`config.mk`:
```
export PLATFORM = sky130hd
export DESIGN_NAME = romix_ctrl
export DESIGN_NICKNAME = d
export VERILOG_FILES = /design/src/scrypt_pkg.sv /design/src/romix_ctrl.sv
export SDC_FILE = /design/constraint.sdc
export NUM_CORES = 1
export LEC_CHECK = 0
export ABC_AREA = 0
export BUFFER_PORTS_ARGS = -buffer_cell sky130_fd_sc_hd__buf_2
export CAP_MARGIN = 10
export CORE_ASPECT_RATIO = 1.2
export CORE_MARGIN = 5
export CORE_UTILIZATION = 25
export DETAILED_ROUTE_END_ITERATION = 8
export SYNTH_ARGS = -nofsm -noshare
export SYNTH_HDL_FRONTEND = slang
export SYNTH_SLANG_ARGS = --single-unit
```
`constraint.sdc`:
```
create_clock -name hash_clk -period 3.48 [get_ports hash_clk]
set_input_delay 0.522 -clock hash_clk [delete_from_list [all_inputs] [get_ports hash_clk]]
set_output_delay 0.522 -clock hash_clk [all_outputs]
set_load 0.05 [all_outputs]
```
`src/scrypt_pkg.sv`:
```
//~~~~~~~~~~~~~~~~~~~~~~~~~~~~~~~~~~~~~~~~~~~~~~~~
// Scrypt ROMix shared definitions
// Widths, scratchpad depth, round count, block types,
// controller state codes and the word/byte union
//~~~~~~~~~~~~~~~~~~~~~~~~~~~~~~~~~~~~~~~~~~~~~~~~
package scrypt_pkg;

	localparam int SHIFT_BITS          = 8;	// Host shift lane, one byte
	localparam int WORD_BITS           = 32;	// Salsa word
	localparam int HALF_BITS           = 512;	// One BlockMix half (r = 1)
	localparam int BLOCK_BITS          = 1024;	// Whole ROMix state X
	localparam int SCRATCH_DEPTH       = 1024;	// Scrypt N
	localparam int SCRATCH_ADDR_BITS   = 10;
	localparam int SALSA_DOUBLE_ROUNDS = 4;	// Salsa20/8 is four column+row pairs
	localparam int INDEX_WORD          = 16;	// Integerify reads the first word of X1

	localparam int WORD_BYTES  = WORD_BITS / SHIFT_BITS;
	localparam int HALF_WORDS  = HALF_BITS / WORD_BITS;
	localparam int BLOCK_WORDS = BLOCK_BITS / WORD_BITS;

	// ROMix controller states
	localparam logic [2:0] ST_IDLE     = 3'd0;	// Waiting for start, result may be held
	localparam logic [2:0] ST_LOAD     = 3'd1;	// Datapath captures the shifted-in block
	localparam logic [2:0] ST_WRITE    = 3'd2;	// Fill the scratchpad
	localparam logic [2:0] ST_MIX_READ = 3'd3;	// Read address goes to the RAM
	localparam logic [2:0] ST_MIX      = 3'd4;	// BlockMix of X xor V[j]
	localparam logic [2:0] ST_STORE    = 3'd5;	// Hand X back to the shift register

	typedef logic [WORD_BITS-1:0]                    word_t;
	typedef logic [HALF_WORDS-1:0][WORD_BITS-1:0]    half_t;	// Word 0 in the low bits
	typedef logic [BLOCK_WORDS-1:0][WORD_BITS-1:0]   block_t;	// X0 in words 0..15, X1 above
	typedef logic [SCRATCH_ADDR_BITS-1:0]            scratch_addr_t;

	// Same 32 bits seen as a Salsa word or as its four bytes
	typedef union packed {
		word_t                                   word;
		logic [WORD_BYTES-1:0][SHIFT_BITS-1:0]   bytes;
	} salsa_word_u;

endpackage

```
`src/romix_ctrl.sv`:
```
//~~~~~~~~~~~~~~~~~~~~~~~~~~~~~~~~~~~~~~~~~~~~~~~~
// ROMix controller
// Start/busy/result handshake, scratchpad write and
// mix phases, step counter and RAM addressing
//~~~~~~~~~~~~~~~~~~~~~~~~~~~~~~~~~~~~~~~~~~~~~~~~
module romix_ctrl (
	input  logic                      hash_clk,
	input  logic                      fsmreset,
	input  logic                      start,
	input  logic                      mix_done,
	input  scrypt_pkg::scratch_addr_t scratch_index,
	output logic                      busy,
	output logic                      result,
	output logic                      load_block,
	output logic                      store_block,
	output logic                      mix_go,
	output logic                      xor_ram,
	output logic                      ram_wr,
	output scrypt_pkg::scratch_addr_t wr_addr,
	output scrypt_pkg::scratch_addr_t rd_addr
);
	import scrypt_pkg::*;

	logic [2:0]    state;
	scratch_addr_t step;	// Step index in the current phase
	logic          last_step;

	assign last_step = (step == scratch_addr_t'(SCRATCH_DEPTH - 1));

	// Write phase stores X at the step index, mix phase reads V[j]
	assign wr_addr = step;
	assign rd_addr = scratch_index;

	always_ff @(posedge hash_clk)
	begin
		if (fsmreset)
		begin
			state       <= ST_IDLE;
			step        <= '0;
			busy        <= 1'b0;
			result      <= 1'b0;
			load_block  <= 1'b0;
			store_block <= 1'b0;
			mix_go      <= 1'b0;
			xor_ram     <= 1'b0;
			ram_wr      <= 1'b0;
		end
		else
		begin
			// Strobes default low, set for one cycle below
			load_block  <= 1'b0;
			store_block <= 1'b0;
			mix_go      <= 1'b0;
			xor_ram     <= 1'b0;
			ram_wr      <= 1'b0;
			case (state)
				ST_IDLE:
				begin
					if (start)	// Accepted with or without a result on hold
					begin
						load_block <= 1'b1;
						state      <= ST_LOAD;
					end
				end
				ST_LOAD:
				begin
					busy   <= 1'b1;	// Same edge as the datapath load
					result <= 1'b0;
					step   <= '0;
					ram_wr <= 1'b1;	// V[0] = loaded X, written as the first BlockMix starts
					mix_go <= 1'b1;
					state  <= ST_WRITE;
				end
				ST_WRITE:
				begin
					if (mix_done)
					begin
						if (last_step)
						begin
							step  <= '0;
							state <= ST_MIX_READ;
						end
						else
						begin
							step   <= step + 1'b1;
							ram_wr <= 1'b1;
							mix_go <= 1'b1;
						end
					end
				end
				ST_MIX_READ:
				begin
					// RAM takes scratch_index on this edge, data is there in ST_MIX
					mix_go  <= 1'b1;
					xor_ram <= 1'b1;
					state   <= ST_MIX;
				end
				ST_MIX:
				begin
					if (mix_done)
					begin
						if (last_step)
						begin
							store_block <= 1'b1;
							state       <= ST_STORE;
						end
						else
						begin
							step  <= step + 1'b1;
							state <= ST_MIX_READ;	// New X gives the next j
						end
					end
				end
				ST_STORE:
				begin
					busy   <= 1'b0;	// Shift register takes X on this edge
					result <= 1'b1;
					state  <= ST_IDLE;
				end
				default:
					state <= ST_IDLE;
			endcase
		end
	end

endmodule

```
; ---- Word-level counts from Yosys, hierarchy flattened
; Cells that the tools add are included.
[totals]
register_bits = 20
input_bits = 14
output_inout_bits = 27
word_cells = 52
[classes]
add_sub_neg = 1
eq_ne = 11
muxes = 20
bitwise = 3
reduce_logical = 8
[op_table]
columns = cell, count
row1 = $mux 10, 4
row2 = $pmux 10 s3, 1
row3 = $mux 3, 5
row4 = $pmux 3 s5, 1
row5 = $add 10x1->10 const B, 1
row6 = $eq 10x10->1 const B, 1
row7 = $ne 2x2->1 const B, 5
row8 = $pmux 1 s2, 4
row9 = $reduce_and 4->1, 2
row10 = $eq 3x2->1 const B, 2
row11 = $eq 3x3->1 const B, 2
row12 = $mux 1, 5
row13 = $reduce_or 2->1, 2
row14 = $eq 3x1->1 const B, 1
row15 = $logic_not 3->1, 1
row16 = $not 1->1, 3
row17 = $reduce_bool 3->1, 1
row18 = $reduce_or 3->1, 1
row19 = $reduce_bool 2->1, 1

; ---- Depth between registers and ports, before layout
[logic_depth]
ltp_word = 4
ltp_mapped = 5
ltp_nobuf = 5

; ---- Least setup slack after synthesis
; OpenSTA, ideal clock, no wires.
[synth_timing]
kind = reg-to-reg
from = register step[0], in the netlist wr_addr[0]
to = register step[5], in the netlist wr_addr[5]
setup_time_ps = 129
arrival_time_ps = 1779
required_ps = 3351
setup_slack_ps = 1571
stages_incl_launch_ff = 6
path_buffers = 0
path_cell_list = dfxtp_1 -> ha_1 -> nand2_1 -> nor4b_4 -> nor4_1 -> mux2i_1
[synth_via]
elab_chain_len = 4
[synth_rtl]
columns = element, line
row1 = "start, declared", romix_ctrl.sv:25  ; scratch_addr_t step;
row2 = "start signal, assigned", romix_ctrl.sv:85  ; step <= step + 1'b1;
row3 = "start signal, assigned", romix_ctrl.sv:109  ; step <= step + 1'b1;
row4 = $add 10x1->10 / $eq 10x10->1 (equally long branches), "romix_ctrl.sv:85, romix_ctrl.sv:109, romix_ctrl.sv:28"
row5 = $mux 10 (on tied branches), "romix_ctrl.sv:102, romix_ctrl.sv:78"
row6 = $mux 10 (on tied branches), "romix_ctrl.sv:100, romix_ctrl.sv:76"
row7 = $pmux 10 s3, romix_ctrl.sv:56  ; case (state)
; Parallel ways exist; a longest one is shown, timed or not. The select of a mux whose other input is x is not followed.
; A chain may end at the register's enable or synchronous reset.

; ---- Worst setup path in the final report
[layout_timing]
from = register state[2]
to = register step[9], in the netlist wr_addr[9]
[layout_via]
elab_chain_len = 3
[layout_rtl]
columns = element, line
row1 = "start, declared", romix_ctrl.sv:24  ; logic [2:0] state;
row2 = "start signal, assigned", romix_ctrl.sv:38  ; state <= ST_IDLE;
row3 = "start signal, assigned", romix_ctrl.sv:62  ; state <= ST_LOAD;
row4 = "start signal, assigned", romix_ctrl.sv:72  ; state <= ST_WRITE;
row5 = "$eq 3x3->1, or another cell as far along", romix_ctrl.sv:56
row6 = $ne 2x2->1 (no line) / $reduce_bool 3->1 (equally long branches), -
row7 = $reduce_and 4->1 (no line), -
; Parallel ways exist; a longest one is shown, timed or not.

==> metrics.md <==
| Metric | Value |
|---|---|
| Worst-margin pin slew | `roughly 0.57 ns` |
| Critical R2R Launch | `state[2]` |
| Vias in the first global route | `960` |
| WP data required | `3.65 ns` |
| Crit path time final | `roughly 1.9 ns` |
| Reg2reg path depth | `4` |
| Mux contribution to synthesized area | `1.72%` |
| First-pass GRT wire length | `4.40 mm` |
| Pins Over Slew Limit | `0` |
| Die Span X | `72.2 um` |
| Syn_area_per_cell | `8.61 um2` |
| Count of final setup violators | `0` |
| Cell area after layout | `1300 um2` |
| Gate Count Post-Synth | `roughly 140` |
| Hold Crit Depth | `2` |
| Post-synth cell types | `43` |
| Min-Delay Startpoint | `busy` |
| Synth Area in Compound Gates | `19.4%` |
| Clock Latency Late Sink | `0.26 ns` |
| Core area | `approximately 4600 um2` |
| #FFs+latches synth | `20` |
| CTS tree | `built` |
| Initial antenna violation count | `0` |
| Reg clk slew, reported paths | `0.07 ns` |
| Top cells by area, synth | `dfxtp_1, buf_4, a21oi_1, o211ai_1, nand3_1` |
| Worst Setup End Kind | `flip-flop` |
| CTS buffer count | `3` |
| WHS Endpoint | `busy` |
| Pwr Density | `415 nW/um2` |
| Slew headroom | `62.0%` |
| Drt first pass iters | `4` |
| Status | `complete, no violations` |
| Clock sink count | `20` |
| Post-Synth Simple-Gate Area | `33.3%` |
| Share of cells above drive strength 1 | `22.4%` |
| Peak supply drop | `roughly 0.00013 V` |
| Crit path max fanout | `16` |
| Post-synthesis adder-cell area fraction | `1.08%` |
| DRC errors left | `0` |
| Cell taking the most area after synthesis | `dfxtp_1` |
| Hold WC Path Type | `reg2reg` |
| Die H | `about 85 um` |
| Area Overhead vs Synth | `11.8%` |
| Antenna-violating nets left | `0` |
| Initial DRC count | `70` |
| YS warnings | `0` |
| Pleak | `0.000503 uW` |
| GRT Util Overall | `9.08%` |
| Post-Synth XOR/XNOR Area | `0%` |
| Worst R2R End | `wr_addr[9]` |
| Io pins | `41` |
| Period utilisation layout | `55.0%` |
| # resized after CTS | `0` |
| Largest family of logic cells by synthesized area | `simple AND/OR/NAND/NOR gates` |
| Routability cong. | `between 0.8 and 0.9` |
| Diodes inserted | `0` |
| TNS Setup | `0 ns` |
| DP Area | `between 1000 and 1500 um2` |
| Syn_nets | `150` |
| Max Cap Viol | `0` |
| GRT overflow | `0` |
| CP arrival | `roughly 2.1 ns` |
| CP startpoint kind | `flip-flop` |
| Cell Rows | `27` |
| Hold Slack | `0.497 ns` |
| Vias/cell | `around 5.0` |
| Fin. Hold Viols | `0` |
| WS Path Type | `reg2reg` |
| Nets@finish | `between 150 and 200` |
| Max H-tree Level | `1` |
| Detailed Place HPWL | `1.95 mm` |
| Reg2Reg Setup Slack | `1.56 ns` |
| Post-CTS setup repair buffer count | `0` |
| Port Buf Inserts | `20` |
| Register area share after synthesis | `34.4%` |
| Detailed-route via count | `1,005` |
| RSZ-0062 raised after global routing | `false` |
| Initial core utilization | `25.5%` |
| Total routed wirelength | `2.67 mm` |
| Clk_skew | `0.00223 ns` |
| Fmax | `0.522 GHz` |
| Die area | `just over 6000 um2` |
| Mapped cell area | `1160 um2` |
| Clock Tree Root | `clkbuf_8` |
| Routed WL per cell | `13.3 um` |
| Synth top area share | `34.4%` |
| Largest net degree at the start of global routing | `17` |
| Hold-fix buffers at CTS | `0` |
| Clock Path Buffers | `2` |
| Fillers | `503` |
[registers in the layout, summed over array words and instances (netlist names)]
register     flops
mix_go           1
store_block      1
ram_wr           1
result           1
state            3
load_block       1
wr_addr         10
busy             1
xor_ram          1
[worst max-delay path, stage by stage, from the launching register on]
cell       delay (ns)
dfxtp_1          0.61
nand2b_1         0.21
a2111oi_2        0.59
nand2_1          0.14
o311ai_1         0.28
[per-layer routing]
metal	share of wire (%)	track usage, %
met5	0	0
met4	1.9	4.79
met3	6.4	2.16
met2	45	13.9
met1	46	11.6
[area by class of cell]
cell class / instances / area (um2) / share of cell area (%)
Clock buffer: 3 / 41.3 / 3.18
Clock inverter: 1 / 30.0 / 2.31
Inverter: 3 / 11.3 / 0.866
Multi-Input combinational cell: 96 / 644 / 49.6
Sequential cell: 20 / 400 / 30.8
Tap cell: 58 / 72.6 / 5.58
Timing Repair Buffer: 20 / 100 / 7.70
[cell usage after synthesis]
library cell / n
nor2b_1: 4
and4bb_4: 1
and2b_1: 1
o311ai_1: 1
nand3b_1: 2
nor2_1: 7
o311a_1: 2
nand2b_1: 3
a311oi_1: 1
and4_1: 3
and2_1: 1
mux2i_1: 2
and4bb_2: 1
o21ba_2: 1
clkbuf_1: 4
and3_1: 1
inv_1: 3
nor3_2: 1
ha_1: 1
nor4b_4: 1
nand3_1: 7
o21ai_1: 2
or3_1: 2
a2111oi_2: 1
buf_6: 1
a41oi_1: 1
a211oi_1: 2
nand4b_1: 1
nor4b_1: 1
o211ai_1: 5
o31ai_1: 1
nand4_1: 4
a21oi_1: 9
buf_2: 1
a31oi_1: 3
buf_4: 10
or4_1: 1
dfxtp_1: 20
nor3b_2: 2
nand2_1: 9
nor4_1: 1
nor3_1: 6
o21ai_0: 4
[layout by cell type, fill, tap and decap left out, types with 2 or more instances in the layout]
| cell type | n |
|---|---|
| dfxtp_1 | 20 |
| buf_2 | 20 |
| nand2_1 | 9 |
| a21oi_1 | 9 |
| nand3_1 | 7 |
| nor2_1 | 7 |
| nor3_1 | 6 |
| o211ai_1 | 5 |
| nand4_1 | 4 |
| o21ai_0 | 4 |
| nor2b_1 | 4 |
| and4_1 | 3 |
| inv_1 | 3 |
| a31oi_1 | 3 |
| nand2b_1 | 3 |
| clkbuf_8 | 3 |
| nor3b_2 | 2 |
| or3_1 | 2 |
| o311a_1 | 2 |
| nand3b_1 | 2 |
| a211oi_1 | 2 |
| mux2i_1 | 2 |
| o21ai_1 | 2 |
[worst max path at each step]
| stage | slack [ns] | endpoint | start |
|---|---|---|---|
| floorplan | 1.57 | wr_addr[5] | wr_addr[0] |
| global placement | 1.59 | wr_addr[9] | state[2] |
| detailed placement | 1.58 | wr_addr[9] | state[2] |
| finish | 1.56 | wr_addr[9] | state[2] |
| CTS | 1.55 | wr_addr[9] | state[2] |
| global route | 1.43 | wr_addr[9] | state[2] |
[cell families (layout without fill, tap and decap cells)]
logic type	count (synthesis)	in the layout
muxes	2	2
adders and majority gates	1	1
DFF	20	20
AOI/OAI and AO/OA	33	33
buffers and inverters	19	27
and+or+nand+nor	60	60
[stage by stage]
stage	total power [uW]	cells	setup slack [ns]	util [%]
global route	569	201	1.43	28.5
finish	540	201	1.56	28.5
CTS	549	201	1.55	28.5
global placement	314	197	1.59	26.9
floorplan	332	135	1.57	-
detailed placement	314	197	1.58	26.9
[report_power, final]
group / switching [uW] / internal, uW / leakage, uW
Sequential: 9.61 / 236 / 0.000162
Clock: 77.7 / 154 / 0.0000357
Combinational: 42.5 / 20.5 / 0.000305
Total: 130 / 410 / 0.000503
Note: power is estimated with default switching activity, not from simulation.
